**config.mk**
```make
export PLATFORM = sky130hd
export DESIGN_NAME = arith_unit
export DESIGN_NICKNAME = d
export VERILOG_FILES = /design/src/dsp_pkg.sv /design/src/arith_unit.sv
export SDC_FILE = /design/constraint.sdc
export NUM_CORES = 1
export LEC_CHECK = 0
export BUFFER_PORTS_ARGS = -buffer_cell sky130_fd_sc_hd__buf_2
export CAP_MARGIN = 20
export CORE_MARGIN = 5
export CORE_UTILIZATION = 50
export CTS_CLUSTER_DIAMETER = 100
export CTS_CLUSTER_SIZE = 30
export DETAILED_ROUTE_END_ITERATION = 7
export PLACE_DENSITY = 0.7
export SETUP_SLACK_MARGIN = 0.2
export SLEW_MARGIN = 40
export SYNTH_ARGS = -nofsm -noshare
export SYNTH_HDL_FRONTEND = slang
export SYNTH_SLANG_ARGS = --single-unit
```
**constraint.sdc**
```tcl
create_clock -name clk -period 6.86 [get_ports clk]
set_clock_uncertainty 0.05 [all_clocks]
set_input_delay 0.343 -clock clk [delete_from_list [all_inputs] [get_ports clk]]
set_output_delay 0.343 -clock clk [all_outputs]
set_load 0.005 [all_outputs]
```
**src/dsp_pkg.sv**
```systemverilog
package dsp_pkg;

	// Datapath and storage sizes.
	localparam int data_width       = 16;
	localparam int n_blocks         = 16;
	localparam int block_addr_width = 4;
	localparam int reg_addr_width   = 4;
	localparam int mem_addr_width   = 4;
	localparam int shift_width      = 3;
	localparam int instr_width      = 32;
	localparam int n_regs           = 16;  // Per block.
	localparam int n_channels       = 16;
	localparam int n_mem_words      = 16;

	localparam logic signed [data_width-1:0] sample_max = 16'sh7fff;
	localparam logic signed [data_width-1:0] sample_min = 16'sh8000;

	// Bit positions inside the instruction word.
	localparam int op_msb        = 31;
	localparam int op_lsb        = 28;
	localparam int src_a_msb     = 27;
	localparam int src_a_lsb     = 24;
	localparam int src_a_reg_bit = 23;
	localparam int src_b_msb     = 22;
	localparam int src_b_lsb     = 19;
	localparam int src_b_reg_bit = 18;
	localparam int src_c_msb     = 17;
	localparam int src_c_lsb     = 14;
	localparam int src_c_reg_bit = 13;
	localparam int dest_msb      = 12;
	localparam int dest_lsb      = 9;
	localparam int dest_reg_bit  = 8;
	localparam int saturate_bit  = 7;
	localparam int shift_msb     = 6;
	localparam int shift_lsb     = 4;
	localparam int res_addr_msb  = 3;
	localparam int res_addr_lsb  = 0;

	typedef enum logic [3:0] {
		op_nop  = 4'd0,
		op_add  = 4'd1,
		op_sub  = 4'd2,
		op_lsh  = 4'd3,
		op_rsh  = 4'd4,
		op_arsh = 4'd5,
		op_mul  = 4'd6,
		op_mad  = 4'd7,
		op_abs  = 4'd8,
		op_save = 4'd9,
		op_load = 4'd10,
		op_mov  = 4'd11
	} block_op_t;

	typedef enum logic [3:0] {
		st_idle,
		st_fetch,
		st_decode,
		st_get_a,
		st_get_b,
		st_get_c,
		st_exec,
		st_wait,
		st_load,
		st_write,
		st_next,
		st_finish
	} seq_state_t;

endpackage

```
**src/arith_unit.sv**
```systemverilog
`timescale 1ns/1ns

module arith_unit (
	input  logic clk,
	input  logic reset,
	input  logic op_start,
	input  dsp_pkg::block_op_t op,
	input  logic signed [dsp_pkg::data_width-1:0] a,
	input  logic signed [dsp_pkg::data_width-1:0] b,
	input  logic signed [dsp_pkg::data_width-1:0] c,
	input  logic saturate,
	input  logic [dsp_pkg::shift_width-1:0] shift,
	output logic signed [dsp_pkg::data_width-1:0] result,
	output logic result_valid
);
	import dsp_pkg::*;

	block_op_t op_q;
	logic sat_q;
	logic [shift_width-1:0] shift_q;
	logic signed [data_width-1:0] c_q;
	logic signed [data_width:0] b_ext;
	logic signed [data_width:0] add_a;
	logic signed [data_width:0] add_b;
	logic signed [data_width:0] add_sum;
	logic signed [data_width-1:0] add_out;
	logic signed [2*data_width-1:0] product;
	logic signed [2*data_width-1:0] product_shifted;
	logic signed [data_width-1:0] mul_out;
	logic [shift_width:0] mul_shift;
	logic signed [data_width-1:0] simple_out;
	logic is_simple;
	logic sum_valid;
	logic prod_valid;
	logic shifted_valid;

	// Clip to the sample range when saturating, otherwise keep the low bits.
	function automatic logic signed [data_width-1:0] clip(
		input logic signed [2*data_width-1:0] v,
		input logic sat
	);
		if (sat && v > sample_max)
			return sample_max;
		if (sat && v < sample_min)
			return sample_min;
		return v[data_width-1:0];
	endfunction

	assign b_ext = b;
	assign add_sum = add_a + add_b;  // Exact in 17 bits.
	assign add_out = clip(add_sum, sat_q);
	assign mul_shift = (shift_width + 1)'(data_width - 1) - {1'b0, shift_q};
	assign mul_out = clip(product_shifted, sat_q);
	assign is_simple = !(op inside {op_add, op_sub, op_mul, op_mad});

	always_comb begin
		case (op)
			op_abs:  simple_out = (a < 0) ? -a : a;  // -32768 wraps onto itself.
			op_lsh:  simple_out = {a[data_width-2:0], 1'b0};
			op_rsh:  simple_out = {1'b0, a[data_width-1:1]};
			op_arsh: simple_out = a >>> 1;
			default: simple_out = a;
		endcase
	end

	always_ff @(posedge clk) begin
		if (op_start) begin
			op_q <= op;
			sat_q <= saturate;
			shift_q <= shift;
			c_q <= c;
			product <= a * b;
			add_a <= a;
			add_b <= (op == op_sub) ? -b_ext : b_ext;
		end
		product_shifted <= product >>> mul_shift;
		// The MAD tail reuses the adder with the clipped product.
		if (shifted_valid) begin
			add_a <= mul_out;
			add_b <= c_q;
		end
		if (op_start && is_simple)
			result <= simple_out;
		else if (sum_valid)
			result <= add_out;
		else if (shifted_valid && op_q == op_mul)
			result <= mul_out;
	end

	always_ff @(posedge clk) begin
		if (reset) begin
			sum_valid <= 1'b0;
			prod_valid <= 1'b0;
			shifted_valid <= 1'b0;
			result_valid <= 1'b0;
		end else begin
			sum_valid <= (op_start && (op == op_add || op == op_sub)) ||
				(shifted_valid && op_q == op_mad);
			prod_valid <= op_start && (op == op_mul || op == op_mad);
			shifted_valid <= prod_valid;
			result_valid <= (op_start && is_simple) || sum_valid ||
				(shifted_valid && op_q == op_mul);
		end
	end

endmodule

```
Word-level counts from Yosys, hierarchy flattened

Index checks and enable logic that the tools add are counted.
Widths: inputs -> output; s select.

Reductions and logical operators: 18
Add/subtract/negate cells: 4
Multiply operators: 1
Shift operators: 1
Equal/unequal tests: 10
Muxes and demuxes: 24
$lt $le $gt $ge: 5

Operators by type and width:

| kind                 | number |
|---|---|
| $mux 16              | 12 |
| $mux 17              | 5 |
| $pmux 16 s4          | 1 |
| $gt 32x16->1 const B | 1 |
| $lt 32x16->1 const B | 1 |
| $mul 16x16->32       | 1 |
| $sshr 32x4->32       | 1 |
| $eq 4x3->1 const B   | 6 |
| $add 17x17->17       | 1 |
| $gt 17x16->1 const B | 1 |
| $lt 17x16->1 const B | 1 |
| $neg 16->17          | 1 |
| $lt 16x1->1 const B  | 1 |
| $neg 16->16          | 1 |
| $logic_and 1x1->1    | 9 |
| $eq 4x2->1 const B   | 2 |
| $mux 1               | 6 |
| $logic_or 1x1->1     | 5 |
| $eq 4x1->1 const B   | 1 |
| $eq 4x4->1 const B   | 1 |
| $reduce_bool 4->1    | 1 |
| $sub 4x3->4 const A  | 1 |
| $reduce_bool 3->1    | 1 |
| $reduce_bool 2->1    | 1 |
| $logic_not 1->1      | 1 |

Word-level logic and storage cells: 76
Register bits: 142
Input bits: 59

Depth between registers and ports, before layout

Depth in word-level cells: 9
Depth in mapped cells: 25
Mapped depth without buffers: 23

Worst setup path after synthesis

OpenSTA, ideal clock, no wires.

Path kind: input-to-reg
Start point: input a[15] (netlist bit)
End point: register product[31], data pin
Path buffers: 3
Arrival: 6.292 ns
Stages: 23
Setup slack: 0.258 ns
Data required time: 6.550 ns
Setup time: 0.260 ns
Cells stage by stage: clkbuf_1 -> clkbuf_1 -> clkbuf_1 -> nand2_1 -> inv_1 -> fa_1 -> fa_1 -> inv_1 -> fa_1 -> inv_1 -> fa_1 -> fa_1 -> inv_1 -> fa_1 -> inv_1 -> ha_1 -> o21ai_0 -> a21oi_1 -> a221o_1 -> o2111ai_1 -> a31oi_1 -> a21oi_1 -> xnor2_1

Word-level cells in the longest chain between the ends: 1

Ends and longest elaborated chain:

| element                | line             | text |
|---|---|---|
| start: declaration     | arith_unit.sv:8  | `input logic signed [dsp_pkg::data_width-1:0] a,` |
| $mul 16x16->32         | arith_unit.sv:72 | `product <= a * b;` |
| end signal: assignment | arith_unit.sv:72 |  |
| end: declaration       | arith_unit.sv:27 | `logic signed [2*data_width-1:0] product;` |

No other way between the ends.
A chain may end at the register's enable or synchronous reset.

Worst setup path in the final report

Start point: input a[7] (netlist bit)
End point: register product[17], data pin

Same word-level chain as after synthesis.

==> results.cfg <==
[status]
status = completed

[floorplan]
die_area_um2 = 37200
fp-row-count = 67
die_h_um = 193
top_level_ports = 76
start_util_pct = 50.2
core_um2 = 33300
die_x_um = 193

[place]
gp_congestion = 0.905
io_buffers = 75
hpwl_um = 34900
dp.cells = 2267
post_dp_cell_area_um2 = 17500

[setup_path]
path_max_fanout = 16
crit_path_end_kind = flop
ff2ff_setup_slack_ns = 3.01
criticalPathCategory = in2reg
startpoint = a[7]
endpoint = product[17]
cp-start-kind = input pin
r2r_start = add_a[0]
r2r_cells = 10
required_ns = 6.94
r2r-end = result[6]
cp.arrival_ns = 6.48

[routing]
wl_per_cell_um = 19.0
ant_nets = 0
drt-total-wl_um = 43700
drc = 0
viasPerCell = 5.54
vias = 12800
firstDrtPassIters = 5
initialDrtViolationCount = 1018

[global_route]
grt_max_degree = 54
grt_use_total_pct = 24.4
grt_pass1_wl_um = 70200
overflow = 0
antenna_found_initial = 1
grt_pass1_vias = 13000

[clocking]
clkLatencyLatePin_ns = 0.42
numCtsBuffers = 17
clk_pin_slew_worst_paths_ns = 0.06
cts-root-buf = clkbuf_16
cts_setup_buffers = 0
numClockSinks = 125
htreeDepth = 4
clock_path_buffers = 2
cts_tree = built

[synth]
ys_seq_elements = 125
netlist_area_um2 = 16700
synth_cell_type_count = 62
yosys_most_used_dff = edfxtp_1
syn_nets = 2229
ys_warn_count = 0
synth_seq_area_share_pct = 20.8
syn_inst = 1811
synth_edf_count = 97
async_flop_share_pct = 0
syn_avg_cell_area_um2 = 9.22

[layout]
nNetsFinal = 2256
fin_util_pct = 54.5
design_area_um2 = 18100
mostFrequentLayoutCells = inv_1, fa_1, nand2_1
area_growth_pct = 8.58
fin_cells = 2301
layout-drive-gt1-share_pct = 9.83
final_common_cell = inv_1
fill_cells = 3003

[sta]
fmax_ghz = 0.156
fin_crit_ns = 6.40
finalSetupViolCount = 0
finalCritPeriodShare_pct = 93.3
tightest_slew_ns = 0.805
slew_violations = 0
slew_headroom_pct = 46.3
grt_setup_unrepaired = no
hold_viol_final = 0

[worst_hold_path]
hp-class = in2reg

[job]
drv_cap = 0
routing by layer:
metal / part of all wire, % / track usage, % / up-vias
li1: - / - / 5796
met1: 40 / 33.0 / 6304
met2: 47 / 39.8 / 554
met3: 8.6 / 4.58 / 95
met4: 4.0 / 8.37 / 2
met5: 0.025 / 0 / -
cell type report:
type / count / area (µm²) / share of cell area, %
inverter: 347 / 1300 / 7.18
timing repair buffer: 110 / 644 / 3.55
tap: 448 / 561 / 3.09
clock buffer: 18 / 450 / 2.48
sequential: 125 / 3470 / 19.2
clock inverter: 14 / 133 / 0.731
multi-input combinational: 1237 / 11600 / 63.8
antenna: 2 / 5.00 / 0.0276
stage by stage:
stage          TNS (ns)  hold WS (ns)  setup slack, ns
2_1_floorplan         0         0.364            0.258
5_1_grt               0        0.0306            0.226
3_5_place_dp   -0.00464         0.399         -0.00379
4_1_cts               0        0.0368            0.411
3_3_place_gp    -0.0504         0.400          -0.0260
6_report              0        0.0513            0.463
state kept, by name, indices dropped and copies added (netlist names), 3 cells and up:
name / count
add_b: 17
result: 16
shift_q: 3
c_q: 16
add_a: 16
product_shifted: 24
op_q: 4
product: 24
synth_stat cells, types with 14 or more instances:
cell type  instances  area, µm²
a21oi_1           66        330
and2_1           113        707
clkbuf_1          93        349
dfxtp_1           28        561
edfxtp_1          97       2910
fa_1             262       5250
ha_1              97       1210
inv_1            346       1300
mux2_2            18        203
mux2i_1           19        190
nand2_1          218        818
nand3_1           27        135
nor2_1            83        312
nor2b_1           14       87.6
o21a_1            16        120
o21ai_0           80        400
o221ai_1          14        123
xnor2_1           38        333
xor2_1            23        201
repair_timing:
item	4_1_cts	5_1_grt
gates resized for setup	0	3
endpoints found under the setup margin	0	6
hold buffers	0	0
worst min path at each step:
stage / cells past startpoint / slack (ns) / end / from
2_1_floorplan: 1 / 0.36 / shifted_valid / prod_valid
3_3_place_gp: 1 / 0.40 / shifted_valid / prod_valid
3_5_place_dp: 1 / 0.40 / shifted_valid / prod_valid
4_1_cts: 1 / 0.04 / shift_q[0] / shift[0]
5_1_grt: 1 / 0.03 / shift_q[2] / shift[2]
6_report: 1 / 0.05 / c_q[14] / c[14]
cell families after synthesis:
logic type / after synthesis / share of synthesized area, %
muxes: 41 / 2.89
buffers and inverters: 449 / 10.2
DFF: 125 / 20.8
adders and majority gates: 359 / 38.7
xor gates and xnor gates: 61 / 3.20
and+or+nand+nor: 512 / 14.5
AOI/OAI and AO/OA: 264 / 9.82
worst max-delay path: stages:
cell and delay, ns:
clkbuf_4 0.24, buf_4 0.22, and2_1 0.16, fa_1 0.53
inv_1 0.05, fa_1 0.45, fa_1 0.48, fa_1 0.53
inv_1 0.07, fa_1 0.56, inv_1 0.06, fa_1 0.53
inv_1 0.05, ha_1 0.32, o21a_1 0.13, o21ai_1 0.11
a21oi_1 0.41, a21boi_0 0.29, o21bai_1 0.31, a31oi_1 0.14
xnor2_1 0.48
Power is not shown: default switching activity piles up to over one toggle a cycle in this logic, so the estimate is an artifact.
