### src/dsp_pkg.sv
package dsp_pkg;

	// Datapath and storage sizes.
	localparam int data_width       = 16;
	localparam int n_blocks         = 16;
	localparam int block_addr_width = 4;
	localparam int reg_addr_width   = 4;
	localparam int mem_addr_width   = 4;
	localparam int shift_width      = 3;
	localparam int instr_width      = 32;
	localparam int n_regs           = 16;  // Per block.
	localparam int n_channels       = 16;
	localparam int n_mem_words      = 16;

	localparam logic signed [data_width-1:0] sample_max = 16'sh7fff;
	localparam logic signed [data_width-1:0] sample_min = 16'sh8000;

	// Bit positions inside the instruction word.
	localparam int op_msb        = 31;
	localparam int op_lsb        = 28;
	localparam int src_a_msb     = 27;
	localparam int src_a_lsb     = 24;
	localparam int src_a_reg_bit = 23;
	localparam int src_b_msb     = 22;
	localparam int src_b_lsb     = 19;
	localparam int src_b_reg_bit = 18;
	localparam int src_c_msb     = 17;
	localparam int src_c_lsb     = 14;
	localparam int src_c_reg_bit = 13;
	localparam int dest_msb      = 12;
	localparam int dest_lsb      = 9;
	localparam int dest_reg_bit  = 8;
	localparam int saturate_bit  = 7;
	localparam int shift_msb     = 6;
	localparam int shift_lsb     = 4;
	localparam int res_addr_msb  = 3;
	localparam int res_addr_lsb  = 0;

	typedef enum logic [3:0] {
		op_nop  = 4'd0,
		op_add  = 4'd1,
		op_sub  = 4'd2,
		op_lsh  = 4'd3,
		op_rsh  = 4'd4,
		op_arsh = 4'd5,
		op_mul  = 4'd6,
		op_mad  = 4'd7,
		op_abs  = 4'd8,
		op_save = 4'd9,
		op_load = 4'd10,
		op_mov  = 4'd11
	} block_op_t;

	typedef enum logic [3:0] {
		st_idle,
		st_fetch,
		st_decode,
		st_get_a,
		st_get_b,
		st_get_c,
		st_exec,
		st_wait,
		st_load,
		st_write,
		st_next,
		st_finish
	} seq_state_t;

endpackage

### src/operand_store.sv
`timescale 1ns/1ns

module operand_store (
	input  logic clk,
	input  logic reset,
	input  logic [dsp_pkg::block_addr_width-1:0] rd_block,
	input  logic [dsp_pkg::reg_addr_width-1:0] rd_addr,
	input  logic rd_is_reg,
	input  logic wr_en,
	input  logic [dsp_pkg::block_addr_width-1:0] wr_block,
	input  logic [dsp_pkg::reg_addr_width-1:0] wr_addr,
	input  logic wr_is_reg,
	input  logic signed [dsp_pkg::data_width-1:0] wr_data,
	input  logic mem_wr_en,
	input  logic [dsp_pkg::mem_addr_width-1:0] mem_addr,
	input  logic signed [dsp_pkg::data_width-1:0] mem_wr_data,
	input  logic sample_load,
	input  logic signed [dsp_pkg::data_width-1:0] sample_in,
	output logic signed [dsp_pkg::data_width-1:0] rd_data,
	output logic signed [dsp_pkg::data_width-1:0] mem_rd_data
);
	import dsp_pkg::*;

	// Block registers are addressed as {block, register}.
	logic signed [data_width-1:0] block_regs [n_blocks * n_regs];
	logic signed [data_width-1:0] channels [n_channels];
	logic signed [data_width-1:0] memory [n_mem_words];

	always_ff @(posedge clk) begin
		if (wr_en && wr_is_reg)
			block_regs[{wr_block, wr_addr}] <= wr_data;
	end

	always_ff @(posedge clk) begin
		if (reset) begin
			for (int i = 0; i < n_channels; i++)
				channels[i] <= '0;
		end else begin
			if (wr_en && !wr_is_reg)
				channels[wr_addr] <= wr_data;
			if (sample_load)
				channels[0] <= sample_in;  // The core never writes back during a load.
		end
	end

	always_ff @(posedge clk) begin
		if (rd_is_reg)
			rd_data <= block_regs[{rd_block, rd_addr}];
		else
			rd_data <= channels[rd_addr];
	end

	// The data memory shares one address between its read and write port.
	always_ff @(posedge clk) begin
		if (mem_wr_en)
			memory[mem_addr] <= mem_wr_data;
		mem_rd_data <= memory[mem_addr];
	end

endmodule

### config.mk
export PLATFORM = sky130hd
export DESIGN_NAME = operand_store
export DESIGN_NICKNAME = d
export VERILOG_FILES = /design/src/dsp_pkg.sv /design/src/operand_store.sv
export SDC_FILE = /design/constraint.sdc
export NUM_CORES = 2
export LEC_CHECK = 0
export ABC_CLOCK_PERIOD_IN_PS = 3400
export BUFFER_PORTS_ARGS = -buffer_cell sky130_fd_sc_hd__clkbuf_2
export CORE_MARGIN = 2
export CORE_UTILIZATION = 55
export CTS_CLUSTER_SIZE = 10
export DETAILED_ROUTE_END_ITERATION = 8
export PLACE_DENSITY_LB_ADDON = 0.2
export RECOVER_POWER = 25
export SLEW_MARGIN = 0
export SYNTH_ARGS = -nofsm -noshare
export SYNTH_HDL_FRONTEND = slang
export SYNTH_MEMORY_MAX_BITS = 65536
export SYNTH_SLANG_ARGS = --single-unit
### constraint.sdc
create_clock -name clk -period 3.4 [get_ports clk]
set_clock_uncertainty 0.05 [all_clocks]
set_input_delay 0.34 -clock clk [delete_from_list [all_inputs] [get_ports clk]]
set_output_delay 0.34 -clock clk [all_outputs]
set_load 0.005 [all_outputs]
# Yosys cells after proc, flatten, opt, wreduce, memory -nomap -nowiden
# Memories as Yosys holds them, arrays and structs flattened. A register that Yosys moved wholly into a read port is not among the register bits.
# Index checks and enable logic that the tools add are counted.
[word_totals]
regBits = 16
ramBits = 4608
input_bits = 75
mem_count = 3
[mem_list]
columns = ["memory", "depth", "width", "read_ports", "rd_ports_with_merged_regs", "wr", "line_no", "rtl"]
rows = [
  ["block_regs", 256, 16, 1, 0, 1, "operand_store.sv:25", "logic signed [data_width-1:0] block_regs [n_blocks * n_regs];"],
  ["channels", 16, 16, 1, 0, 16, "operand_store.sv:26", "logic signed [data_width-1:0] channels [n_channels];"],
  ["memory", 16, 16, 1, 1, 1, "operand_store.sv:27", "logic signed [data_width-1:0] memory [n_mem_words];"],
]
[op_classes]
eq_ne = 1
n_mux = 17
n_bitwise = 4
reduce_logical = 4
[ops]
columns = ["op", "count"]
rows = [
  ["$mux W16", 3],
  ["$reduce_or A16 Y1", 1],
  ["$mux W1", 13],
  ["$eq A4 B4 Y1 const B", 1],
  ["$mux W4", 1],
  ["$and A1 B1 Y1", 2],
  ["$logic_and A1 B1 Y1", 2],
  ["$logic_not A1 Y1", 1],
  ["$not A1 Y1", 1],
  ["$or A1 B1 Y1", 1],
]

# Logic depth before layout (Yosys ltp)
[logic_depth]
ltp_word = 8
ltp_mapped = 13
mapped_depth_nobuf = 6

# Worst setup path before layout
# OpenSTA, ideal clock, no wires.
[synth_timing]
path_kind = "in2reg"
start = "in mem_addr[3] (netlist bit)"
end = "mem memory[12][0] (enable)"
setup_time_ps = 409
arrival_ps = 2354
required_time_ps = 2941
path_slack_ps = 586
path_stages = 4
n_path_buf = 2
cell_sequence = "clkbuf_1 buf_1 nand3_1 nor3_1"
[synth_lines]
columns = ["element", "line_no", "rtl"]
rows = [
  ["start, declared", "operand_store.sv:15", "input logic [dsp_pkg::mem_addr_width-1:0] mem_addr,"],
  ["end, declared", "operand_store.sv:27", ""],
]
# No word-level cell before the write port.

# Final worst setup path
[layout_timing]
start = "in wr_data[8] (netlist bit)"
end = "mem block_regs[148][8], data pin"
[layout_lines]
columns = ["element", "line_no", "rtl"]
rows = [
  ["start, declared", "operand_store.sv:13", "input logic signed [dsp_pkg::data_width-1:0] wr_data,"],
  ["end, declared", "operand_store.sv:25", ""],
]
# No word-level cell before the write port.

==> impl_metrics.ini <==
[outcome]
status = finished with violations
failed_checks = max-capacitance violations, max-slew violations

[yosys]
synthArstFlopShare = 0
area_of_the_mapped_netlist_um2 = 181000
syn-instance-count = 8715
post_synth_most_frequent_cells = sky130_fd_sc_hd__edfxtp_1 (4608), sky130_fd_sc_hd__mux2i_1 (824), sky130_fd_sc_hd__mux4_2 (789), sky130_fd_sc_hd__nor2_1 (306), sky130_fd_sc_hd__o22ai_1 (263)
yosys_warnings = 0
synth-edff-count = 4608
synth.yosys.seq_area_share = 0.770
synth.ff_latch_count = 4640
synthDominantCellAreaShare = 0.766
synth.most_common_cell = sky130_fd_sc_hd__edfxtp_1
avgSynthCellArea_um2 = 20.7
ys.flop_type = sky130_fd_sc_hd__edfxtp_1
mappedNetlistNets = 8790
yosysTopAreaCell = sky130_fd_sc_hd__edfxtp_1
netlist-cell-type-count = 62
synth.top_cells.by_area = sky130_fd_sc_hd__edfxtp_1 (77%), sky130_fd_sc_hd__mux4_2 (9.8%), sky130_fd_sc_hd__mux2i_1 (4.6%), sky130_fd_sc_hd__o22ai_1 (0.91%), sky130_fd_sc_hd__and2_1 (0.89%)

[placed_design]
portBuffers = 106
gp_routability_congestion = 0.898
post-place-cells = 13600
post_dp_hpwl_um = 304000

[timing]
maxSlewHeadroom = -1.13
finalHoldWorstSlack_ns = 0.0728
rsz_0062_raised_after_global_routing = no
timing.final.crit_share = 0.945
finalSetupViolCount = 0
worst_margin_slew_ns = 3.19
period_minus_slack_ns = 3.21
final-max-slew-violation-count = 1488
hold_violations = 0
achievable-frequency_mhz = 311

[pwr]
p_total_w = 0.121
power_per_cell_area_nw_per_um2 = 584
ir_worst_vdd_uv = 563
power.leakage_nw = 68.2

[routing]
drc = 0
drt-vias-per-instance = 6.57
route.detailed.wl_per_inst_um = 34.2
detail-route-antenna-nets = 0
drt_pre_antenna_iters = 7
drt_wl_total_um = 489000
vias = 94100
drtIter0Drc = 13000

[setup_path]
critical_path.n_buffers_inverters = 3
worstPathRequired_ns = 4.02
criticalPathCategory = in -> reg
crit_family = buffers and inverters
worst-path-max-fanout = 78
timing.rr.start = block_regs[46][12]
setup.worst_path.end_class = flop
arrival_ns = 3.83
critical-path-top-cell-by-count = sky130_fd_sc_hd__clkbuf_2
critPathLaunch = wr_data[8]
startpoint_type = primary input
crit_chain = dlygate4sd3_1, clkbuf_2, clkbuf_2
crit_path_max_incr_delay_ns = 1.57
slowest_stage = sky130_fd_sc_hd__clkbuf_2

[global_route]
grt_pass1_wl_um = 693000
grt_remaining_overflow = 0
antenna_found_initial = 42
grt_max_degree = 119
groute.usage.overall = 0.294
via_count_of_the_first_global_routing_pass = 93200

[clocking]
postCtsResizedCells = 0
worstSkewPairLatency_ns = 1.05
tritoncts = yes
maximum_level_of_the_cts_h_tree = 6
clkSlewWorstSetupHoldPaths_ns = 0.05
tritoncts.num_buffers = 538
cts.sinks = 4640
cell_at_the_root_of_the_clock_tree = sky130_fd_sc_hd__clkbuf_16
clock_path_buffers = 4

[floorplan]
design.portCount = 107
coreArea_um2 = 327000
design.die.area_um2 = 333000
die_w_um = 577
floorplan.die.height_um = 577
start_util = 0.552
std_cell_rows = 210

[finish]
layout.cells.non_filler = 14300
filler_cell_count = 21800
post_route_cells_drive_above_1_share = 0.261
syn2layout_area_growth_pct = 14.9
post-route-util = 0.635
nNetsFinal = 9876

[hold_path]
timing.hold.worst.class = in -> reg
start_point_of_the_worst_min_delay_path = rd_is_reg

[flow_run]
drv.max_cap_violation_count = 17
==> placed cells by master, fill, tap and decap left out, types with 13 or more instances in the layout <==
master	count
sky130_fd_sc_hd__buf_12	121
sky130_fd_sc_hd__clkinv_16	19
sky130_fd_sc_hd__dlygate4sd3_1	57
sky130_fd_sc_hd__nand3_1	20
sky130_fd_sc_hd__a221oi_1	76
sky130_fd_sc_hd__o211ai_1	15
sky130_fd_sc_hd__inv_6	14
sky130_fd_sc_hd__and2_1	258
sky130_fd_sc_hd__a221o_1	22
sky130_fd_sc_hd__dfxtp_1	32
sky130_fd_sc_hd__clkbuf_2	97
sky130_fd_sc_hd__clkinv_8	14
sky130_fd_sc_hd__nor3_1	55
sky130_fd_sc_hd__a22o_1	16
sky130_fd_sc_hd__o221ai_1	156
sky130_fd_sc_hd__nand2_1	149
sky130_fd_sc_hd__mux2_2	117
sky130_fd_sc_hd__a2111oi_0	16
sky130_fd_sc_hd__nand4_1	22
sky130_fd_sc_hd__edfxtp_1	4608
sky130_fd_sc_hd__mux4_2	789
sky130_fd_sc_hd__nor2_2	40
sky130_fd_sc_hd__buf_4	779
sky130_fd_sc_hd__a211oi_1	81
sky130_fd_sc_hd__or2_2	16
sky130_fd_sc_hd__o22ai_1	263
sky130_fd_sc_hd__o21ai_0	95
sky130_fd_sc_hd__o31ai_1	13
sky130_fd_sc_hd__nor2_1	264
sky130_fd_sc_hd__clkbuf_1	122
sky130_fd_sc_hd__clkbuf_16	543
sky130_fd_sc_hd__mux2i_1	824
sky130_fd_sc_hd__a21oi_1	84
==> where the power goes <==
| part | switching, W | internal [W] | total [W] |
|---|---|---|---|
| logic | 0.00417 | 0.00238 | 0.00655 |
| clock network | 0.0220 | 0.0290 | 0.0510 |
| registers | 0.000226 | 0.0633 | 0.0635 |
| total | 0.0264 | 0.0947 | 0.121 |
==> stage by stage <==
stage	TNS, ns	cell area, µm²	setup WS, ns
detailed placement	-3.77	192000	-0.534
CTS	0	208000	0.307
finish	0	207000	0.189
floorplan	0	181000	0.586
global route	0	207000	0.154
global placement	-4.04	192000	-0.823
==> path summary, 6_finish.rpt <==
path                                      endpoint  cells after the start  slack (ns)
worst max-delay path            block_regs[148][8]                      3        0.19
worst min register to register      mem_rd_data[9]                      2        0.72
worst min-delay path                    rd_data[0]                      4        0.07
worst max register to register         rd_data[12]                      8        0.34
==> worst reg2reg max path, cell delays in order, from the launching register on <==
cell and delay [ns]:
sky130_fd_sc_hd__edfxtp_1 0.37, sky130_fd_sc_hd__mux4_2 0.46, sky130_fd_sc_hd__mux2_2 0.30, sky130_fd_sc_hd__a2111oi_0 0.96, sky130_fd_sc_hd__buf_4 0.24, sky130_fd_sc_hd__nor3_1 0.09, sky130_fd_sc_hd__buf_4 0.18, sky130_fd_sc_hd__o2111ai_1 0.18
sky130_fd_sc_hd__o211ai_1 0.11
==> area by class of cell <==
type | instances | area (µm²) | share of cell area
Tap cell | 4346 | 5440 | 0.0262
Multi-Input combinational cell | 3526 | 38400 | 0.185
Antenna cell | 10 | 25.0 | 0.000121
Sequential cell | 4640 | 139000 | 0.670
Inverter | 5 | 30.0 | 0.000145
Clock inverter | 60 | 1120 | 0.00538
Clock buffer | 637 | 13900 | 0.0672
Timing Repair Buffer | 1090 | 9520 | 0.0459
==> cell families (layout without fill, tap and decap cells) <==
group / after synthesis / in the layout / share of synthesized area
compound gates: 906 / 906 / 0.0358
buf+inv: 549 / 1792 / 0.0187
flops: 4640 / 4640 / 0.770
mux: 1730 / 1730 / 0.151
other cells: 0 / 10 / 0
simple gates: 890 / 890 / 0.0240
==> flip-flops by register name, summed over array words and instances (netlist names) <==
name and count:
block_regs 4096, channels 256, memory 256, mem_rd_data 16
rd_data 16
==> layer usage <==
metal	share of wire	track usage
met1	0.38	0.412
met2	0.47	0.452
met3	0.11	0.0683
met4	0.045	0.112
met5	0.00045	0
==> timing repair <==
item | CTS | global route
hold buffers | 57 | 0
endpoints found under the hold margin | 1921 | 0
setup buffers | 0 | 0
(Power assumes the default switching activity.)
