--- src/dsp_pkg.sv ---
package dsp_pkg;

	// Datapath and storage sizes.
	localparam int data_width       = 16;
	localparam int n_blocks         = 16;
	localparam int block_addr_width = 4;
	localparam int reg_addr_width   = 4;
	localparam int mem_addr_width   = 4;
	localparam int shift_width      = 3;
	localparam int instr_width      = 32;
	localparam int n_regs           = 16;  // Per block.
	localparam int n_channels       = 16;
	localparam int n_mem_words      = 16;

	localparam logic signed [data_width-1:0] sample_max = 16'sh7fff;
	localparam logic signed [data_width-1:0] sample_min = 16'sh8000;

	// Bit positions inside the instruction word.
	localparam int op_msb        = 31;
	localparam int op_lsb        = 28;
	localparam int src_a_msb     = 27;
	localparam int src_a_lsb     = 24;
	localparam int src_a_reg_bit = 23;
	localparam int src_b_msb     = 22;
	localparam int src_b_lsb     = 19;
	localparam int src_b_reg_bit = 18;
	localparam int src_c_msb     = 17;
	localparam int src_c_lsb     = 14;
	localparam int src_c_reg_bit = 13;
	localparam int dest_msb      = 12;
	localparam int dest_lsb      = 9;
	localparam int dest_reg_bit  = 8;
	localparam int saturate_bit  = 7;
	localparam int shift_msb     = 6;
	localparam int shift_lsb     = 4;
	localparam int res_addr_msb  = 3;
	localparam int res_addr_lsb  = 0;

	typedef enum logic [3:0] {
		op_nop  = 4'd0,
		op_add  = 4'd1,
		op_sub  = 4'd2,
		op_lsh  = 4'd3,
		op_rsh  = 4'd4,
		op_arsh = 4'd5,
		op_mul  = 4'd6,
		op_mad  = 4'd7,
		op_abs  = 4'd8,
		op_save = 4'd9,
		op_load = 4'd10,
		op_mov  = 4'd11
	} block_op_t;

	typedef enum logic [3:0] {
		st_idle,
		st_fetch,
		st_decode,
		st_get_a,
		st_get_b,
		st_get_c,
		st_exec,
		st_wait,
		st_load,
		st_write,
		st_next,
		st_finish
	} seq_state_t;

endpackage

--- src/block_sequencer.sv ---
`timescale 1ns/1ns

module block_sequencer (
	input  logic clk,
	input  logic reset,
	input  logic tick,
	input  logic [dsp_pkg::instr_width-1:0] instr,
	input  logic [dsp_pkg::block_addr_width-1:0] last_block,
	input  logic reg_write_pending,
	input  logic signed [dsp_pkg::data_width-1:0] rd_data,
	input  logic signed [dsp_pkg::data_width-1:0] mem_rd_data,
	input  logic signed [dsp_pkg::data_width-1:0] result,
	input  logic result_valid,
	input  logic [dsp_pkg::block_addr_width-1:0] command_block_target,
	input  logic [dsp_pkg::reg_addr_width-1:0] command_reg_target,
	input  logic signed [dsp_pkg::data_width-1:0] command_reg_write_val,
	output logic ready,
	output logic signed [dsp_pkg::data_width-1:0] sample_out,
	output logic [dsp_pkg::block_addr_width-1:0] block_sel,
	output logic reg_write_taken,
	output logic [dsp_pkg::block_addr_width-1:0] rd_block,
	output logic [dsp_pkg::reg_addr_width-1:0] rd_addr,
	output logic rd_is_reg,
	output logic wr_en,
	output logic [dsp_pkg::block_addr_width-1:0] wr_block,
	output logic [dsp_pkg::reg_addr_width-1:0] wr_addr,
	output logic wr_is_reg,
	output logic signed [dsp_pkg::data_width-1:0] wr_data,
	output logic mem_wr_en,
	output logic [dsp_pkg::mem_addr_width-1:0] mem_addr,
	output logic signed [dsp_pkg::data_width-1:0] mem_wr_data,
	output logic sample_load,
	output logic op_start,
	output dsp_pkg::block_op_t op,
	output logic signed [dsp_pkg::data_width-1:0] a,
	output logic signed [dsp_pkg::data_width-1:0] b,
	output logic signed [dsp_pkg::data_width-1:0] c,
	output logic saturate,
	output logic [dsp_pkg::shift_width-1:0] shift
);
	import dsp_pkg::*;

	seq_state_t state;
	logic [reg_addr_width-1:0] src_b_q;
	logic src_b_reg_q;
	logic [reg_addr_width-1:0] src_c_q;
	logic src_c_reg_q;
	logic [reg_addr_width-1:0] dest_q;
	logic dest_reg_q;
	logic [mem_addr_width-1:0] res_addr_q;
	logic signed [data_width-1:0] work;

	// A tick wins over a host register write in the same idle cycle.
	assign sample_load = (state == st_idle) && ready && tick;
	assign reg_write_taken = (state == st_idle) && reg_write_pending && !sample_load;

	assign rd_block = block_sel;
	assign wr_en = reg_write_taken || (state == st_write);
	assign wr_block = reg_write_taken ? command_block_target : block_sel;
	assign wr_addr = reg_write_taken ? command_reg_target : dest_q;
	assign wr_is_reg = reg_write_taken || dest_reg_q;
	assign wr_data = reg_write_taken ? command_reg_write_val : work;

	assign mem_addr = res_addr_q;
	assign mem_wr_en = (state == st_exec) && (op == op_save);
	assign mem_wr_data = a;
	assign op_start = (state == st_exec) && !(op inside {op_nop, op_save, op_load});

	// Channel 0 is read by default, so it is ready for sample_out after the last block.
	always_comb begin
		rd_addr = '0;
		rd_is_reg = 1'b0;
		case (state)
			st_decode: begin
				rd_addr = instr[src_a_msb:src_a_lsb];
				rd_is_reg = instr[src_a_reg_bit];
			end
			st_get_a: begin
				rd_addr = src_b_q;
				rd_is_reg = src_b_reg_q;
			end
			st_get_b: begin
				rd_addr = src_c_q;
				rd_is_reg = src_c_reg_q;
			end
			default: ;
		endcase
	end

	always_ff @(posedge clk) begin
		if (reset) begin
			state <= st_idle;
			block_sel <= '0;
			ready <= 1'b1;
		end else begin
			case (state)
				st_idle: begin
					ready <= 1'b1;  // Rises one cycle after sample_out is updated.
					if (sample_load) begin
						ready <= 1'b0;
						block_sel <= '0;
						state <= st_fetch;
					end
				end
				st_fetch: state <= st_decode;
				st_decode: state <= st_get_a;
				st_get_a: begin
					case (op)
						op_nop: state <= st_next;
						op_add, op_sub, op_mul, op_mad: state <= st_get_b;
						default: state <= st_exec;
					endcase
				end
				st_get_b: state <= (op == op_mad) ? st_get_c : st_exec;
				st_get_c: state <= st_exec;
				st_exec: begin
					if (op == op_save)
						state <= st_next;
					else if (op == op_load)
						state <= st_load;
					else
						state <= st_wait;
				end
				st_load: state <= st_write;
				st_wait: begin
					if (result_valid)
						state <= st_write;
				end
				st_write: state <= st_next;
				st_next: begin
					if (block_sel == last_block) begin
						state <= st_finish;
					end else begin
						block_sel <= block_sel + 1'b1;
						state <= st_fetch;
					end
				end
				st_finish: state <= st_idle;
				default: state <= st_idle;
			endcase
		end
	end

	always_ff @(posedge clk) begin
		case (state)
			st_decode: begin
				op <= block_op_t'(instr[op_msb:op_lsb]);
				src_b_q <= instr[src_b_msb:src_b_lsb];
				src_b_reg_q <= instr[src_b_reg_bit];
				src_c_q <= instr[src_c_msb:src_c_lsb];
				src_c_reg_q <= instr[src_c_reg_bit];
				dest_q <= instr[dest_msb:dest_lsb];
				dest_reg_q <= instr[dest_reg_bit];
				saturate <= instr[saturate_bit];
				shift <= instr[shift_msb:shift_lsb];
				res_addr_q <= instr[res_addr_msb:res_addr_lsb];
			end
			st_get_a: a <= rd_data;
			st_get_b: b <= rd_data;
			st_get_c: c <= rd_data;
			st_load: work <= mem_rd_data;
			st_wait: begin
				if (result_valid)
					work <= result;
			end
			st_finish: sample_out <= rd_data;
			default: ;
		endcase
	end

endmodule

--- config.mk ---
export PLATFORM = sky130hd
export DESIGN_NAME = block_sequencer
export DESIGN_NICKNAME = d
export VERILOG_FILES = /design/src/dsp_pkg.sv /design/src/block_sequencer.sv
export SDC_FILE = /design/constraint.sdc
export NUM_CORES = 1
export LEC_CHECK = 0
export ABC_AREA = 1
export ABC_CLOCK_PERIOD_IN_PS = 6500
export BUFFER_PORTS_ARGS = -buffer_cell sky130_fd_sc_hd__buf_2
export CAP_MARGIN = 40
export CORE_ASPECT_RATIO = 0.7
export CORE_MARGIN = 5
export CORE_UTILIZATION = 35
export DETAILED_ROUTE_END_ITERATION = 12
export PLACE_DENSITY = 0.77
export RECOVER_POWER = 100
export SLEW_MARGIN = 20
export SYNTH_ARGS = -nofsm -noshare
export SYNTH_HDL_FRONTEND = slang
export SYNTH_SLANG_ARGS = --single-unit
--- constraint.sdc ---
create_clock -name clk -period 6.5 [get_ports clk]
set_clock_uncertainty 0.05 [all_clocks]
set_input_delay 1.3 -clock clk [delete_from_list [all_inputs] [get_ports clk]]
set_output_delay 1.3 -clock clk [all_outputs]
set_load 0.1 [all_outputs]
After elaboration in Yosys (flattened, before gate mapping):

Cells that the tools add are included.

* output and inout bits: 136
* bits in registers: 116
* input bits: 113
* word-level logic and storage cells: 78

* add/subtract/negate cells: 1
* reductions and logical operators: 19
* equal/unequal tests: 21
* mux-type cells: 19

Operator list (number)
* 4-bit one-hot mux with 11 select lines: 1
* 4-bit 2-to-1 mux: 9
* 16-bit 2-to-1 mux: 2
* 16-bit one-hot mux with 2 select lines: 1
* 4-bit by 3-bit == test with 1-bit output (second input constant): 6
* 4-bit == test (second input constant): 6
* 4-bit one-hot mux with 2 select lines: 2
* 4-bit by 2-bit == test with 1-bit output (second input constant): 3
* 4-bit one-hot mux with 3 select lines: 1
* 4-bit by 1-bit == test with 1-bit output (second input constant): 2
* 4-bit zero test: 2
* 1-bit logical AND: 6
* 2-bit inequality test (second input constant): 3
* 4-bit by 1-bit adder with 4-bit output (second input constant): 1
* 4-bit == test: 1
* 2-bit AND reduction: 2
* 2-bit nonzero test: 2
* 4-bit OR reduction: 1
* 1-bit one-hot mux with 3 select lines: 1
* 3-bit AND reduction: 1
* 3-bit nonzero test: 1
* 1-bit zero test: 2
* 1-bit logical OR: 2
* 2-bit 2-to-1 mux: 1
* 1-bit 2-to-1 mux: 1

Longest topological paths before layout:

* depth in word-level cells: 6
* mapped depth: 10
* depth with buffers taken out: 10

Worst setup path before layout:

OpenSTA, ideal clock, no wires.

* kind: input to output
* start: in tick
* end: out wr_block[3] (netlist bit)
* setup slack: 1.296 ns
* required time: 5.150 ns
* stages on the path: 7
* data arrival time: 3.854 ns
* buffers on the path: 1
* cell sequence: nand2_1 nand2_2 inv_2 nand2_2 inv_2 buf_6 o21ai_0

* longest elaborated chain between the ends: 4

RTL lines
* from (decl): RTL line block_sequencer.sv:6 `input logic tick,`
* 1-bit logical AND: RTL line block_sequencer.sv:54 `assign sample_load = (state == st_idle) && ready && tick;`
* 1-bit zero test: RTL line block_sequencer.sv:55 `assign reg_write_taken = (state == st_idle) && reg_write_pending && !sample_load;`
* 1-bit logical AND: RTL line block_sequencer.sv:55
* 4-bit 2-to-1 mux: RTL line block_sequencer.sv:59 `assign wr_block = reg_write_taken ? command_block_target : block_sel;`
* to (decl): RTL line block_sequencer.sv:25 `output logic [dsp_pkg::block_addr_width-1:0] wr_block,`

Every way passes these cells.

Final worst setup path:

* start: reg state[0]
* end: out rd_addr[3] (netlist bit)

* longest elaborated chain between the ends: 2
* elaborated cells between the ends (all ways): 4
* classes of those cells: eq/ne (3); mux (1)

RTL lines
* from (decl): RTL line block_sequencer.sv:43 `seq_state_t state;`
* from (signal assigned): RTL line block_sequencer.sv:92 `state <= st_idle;`
* from (signal assigned): RTL line block_sequencer.sv:102 `state <= st_fetch;`
* from (signal assigned): RTL line block_sequencer.sv:105 `st_fetch: state <= st_decode;`
* 4-bit by 3-bit == test with 1-bit output or 4-bit by 2-bit == test with 1-bit output (tied branches): RTL line block_sequencer.sv:73 `case (state)`
* 4-bit one-hot mux with 3 select lines *: RTL line block_sequencer.sv:73
* to (decl): RTL line block_sequencer.sv:22 `output logic [dsp_pkg::reg_addr_width-1:0] rd_addr,`

Mark *: on every way between the ends. The rest lies on a longest branch, timed or not.

==> reports/metrics.yaml <==
period_needed_ns: 5.05
finalCritPeriodShare_pct: 77.7
insertion_delay_ns: 0.39
ys_warn_count: 0
grtUsageTotal_pct: 15.6
ys.flop_type: "edfxtp_1"
routed_via_density: 4.32
drc_errors: 0
worstReg2RegEnd: "work[4]"
fin_nets: 779
reg2reg_slack_ns: 3.27
crit_required_ns: 5.15
syn-instance-count: 419
yosys.area.top_type: "edfxtp_1"
ys_seq_elements: 116
async_flop_share_pct: 0
yosys-top-cells-area: "edfxtp_1, nand2_1, dfxtp_1"
grt_setup_unrepaired: "false"
htree_levels: 4
gr-total-overflow: 0
drv_cap: 1
synth_cell_types: 27
postCtsResizedCells: 0
synth.area.mux_share_pct: 0
finalWirelength_um: 12800
yosysSeqAreaShare_pct: 71.3
grt_pass1_vias: 3800
synth_compound_area_share_pct: 1.58
setup-violations-final: 0
cp-end-kind: "primary output"
r2r_start: "state[3]"
startpoint_type: "register"
gp_congestion: 0.805
syn_to_final_growth_pct: 35.8
coreArea_um2: 13200
cp.arrival_ns: 3.70
portBuffers: 248
cts_buffers: 17
dp.final_hpwl_um: 9880
cts_tree: "built"
hold_path_depth: 2
holdBufCountCts: 0
post-synth-top-count-cell: "nand2_1"
tightest_slew_ns: 1.76
grt_max_degree: 33
hp-start: "ready"
slew_headroom_pct: -17.4
synthAdderAreaFrac_pct: 0.263
fmax_mhz: 198
p_leak_nw: 2.63
finalHoldViolCount: 0
fin_util_pct: 48.9
ir_worst_vdd_mv: 0.326
violations: "max-capacitance violations, max-slew violations"
synth_xor_xnor_area_share_pct: 0.368
netlist.area_leader.share_pct: 67.5
vias: 3731
synth_top_family_by_area: "simple AND/OR/NAND/NOR gates"
initial_core_util_pct: 36.0
crit_path_max_fanout: 32
first_pass_iters: 4
r2r_cells: 7
avgRoutedWirePerCell_um: 14.9
antenna-diode-count: 0
syn_avg_cell_area_um2: 11.4
io_pins: 249
outcome: "complete, but fails checks"
clockBufferDepth: 2
clkSlewWorstSetupHoldPaths_ns: 0.06
die_y_um: 108
rows: 35
grt_pass1_wl_um: 19200
drive_above_1_share_pct: 19.6
route.antenna.remaining_nets: 0
synthTopCellsByCount: "nand2_1, edfxtp_1, buf_4, inv_1, nor2_1"
setup.worst_path.class: "register to primary output"
hold_class: "register to register"
cts.sinks: 116
p_per_area_nw_per_um2: 486
holdPathEnd: "ready"
die_width_um: 149
maxSlewViolCount: 33
setup_tns_ns: 0
synth_nets: 533
synth-edff-count: 107
antenna_found_initial: 0
cts_root_buf: "clkbuf_16"
yosys.area_share.simple_pct: 19.7
die_area_um2: 16100
synthesis.area_um2: 4760
drt_iter0_drc: 152
post_cts_buffers: 0
-- metal layers --
metal	share of wire, %	vias up	track usage, %
met2	46	170	24.9
met4	0.84	0	4.83
met3	9.3	8	5.89
met5	0	-	0
met1	44	1690	19.8
li1	-	1863	-
-- layout by cell type (no fill, tap or decap) --
cell type,instances
buf_2,94
o21ai_1,3
bufinv_16,4
o2111ai_1,1
a21oi_1,5
clkbuf_16,17
xor2_1,1
nor3_1,1
dfxtp_1,9
nor2_4,1
nor2_1,26
o22ai_1,1
nand4_1,1
inv_6,4
clkinv_4,4
nand2_1,176
inv_2,2
o21ai_0,4
nand3_1,18
clkinvlp_4,1
inv_8,2
xnor2_1,1
or2_1,1
clkbuf_1,161
nor2_2,1
ha_1,1
inv_1,28
nand2_2,3
edfxtp_1,107
-- layout make-up --
type	count	area, µm²
clock buffer	17	425
clock inverter	15	220
multi-input combinational	245	1010
timing repair buffer	255	1070
inverter	30	113
sequential	116	3390
tap	185	231
fill	1286	6760
-- sequential cells by signal, indices dropped and copies added (netlist names), 3 cells and up --
name and count:
a 16, b 16, block_sel 4, c 16
dest_q 4, mem_addr 4, op 4, sample_out 16
shift 3, src_b_q 4, src_c_q 4, state 4
work 16
-- critical path, cell delays in order (launching register included) --
cell      delay, ns
dfxtp_1        0.33
inv_1          0.09
nand2_1        0.13
nor2_1         0.21
clkbuf_1       1.29
nand2_1        0.19
nand3_1        0.14
clkbuf_1       0.88
-- where the power goes --
| group | switching [W] | internal (W) |
|---|---|---|
| clock | 0.000347 | 0.000654 |
| sequential | 0.0000385 | 0.000907 |
| combinational | 0.00106 | 0.000131 |
-- kinds of logic (layout without fill, tap and decap cells) --
family	Yosys count	count (layout)
DFF	116	116
xor gates and xnor gates	2	2
and+or+nand+nor	228	228
adders and majority gates	1	1
buffers and inverters	58	317
AOI/OAI and AO/OA	14	14
-- worst max path at each step --
stage | from | end | slack [ns]
floorplan | tick | wr_block[3] | 1.30
global placement | tick | wr_addr[1] | 2.23
detailed placement | tick | wr_block[0] | 2.16
CTS | tick | wr_block[0] | 2.16
global route | tick | wr_block[3] | 1.19
finish | state[0] | rd_addr[3] | 1.45
-- through the flow --
step	cell area, µm²	total power (W)	setup slack (ns)	hold WS (ns)	cells
6_report	6460	0.00314	1.45	0.533	863
4_1_cts	6720	0.00321	2.16	0.527	862
5_1_grt	6460	0.00327	1.19	0.554	863
2_1_floorplan	4760	0.00200	1.30	0.539	419
3_3_place_gp	6070	0.00219	2.23	0.506	829
3_5_place_dp	6080	0.00220	2.16	0.517	830
Note: power is estimated with default switching activity, not from simulation.
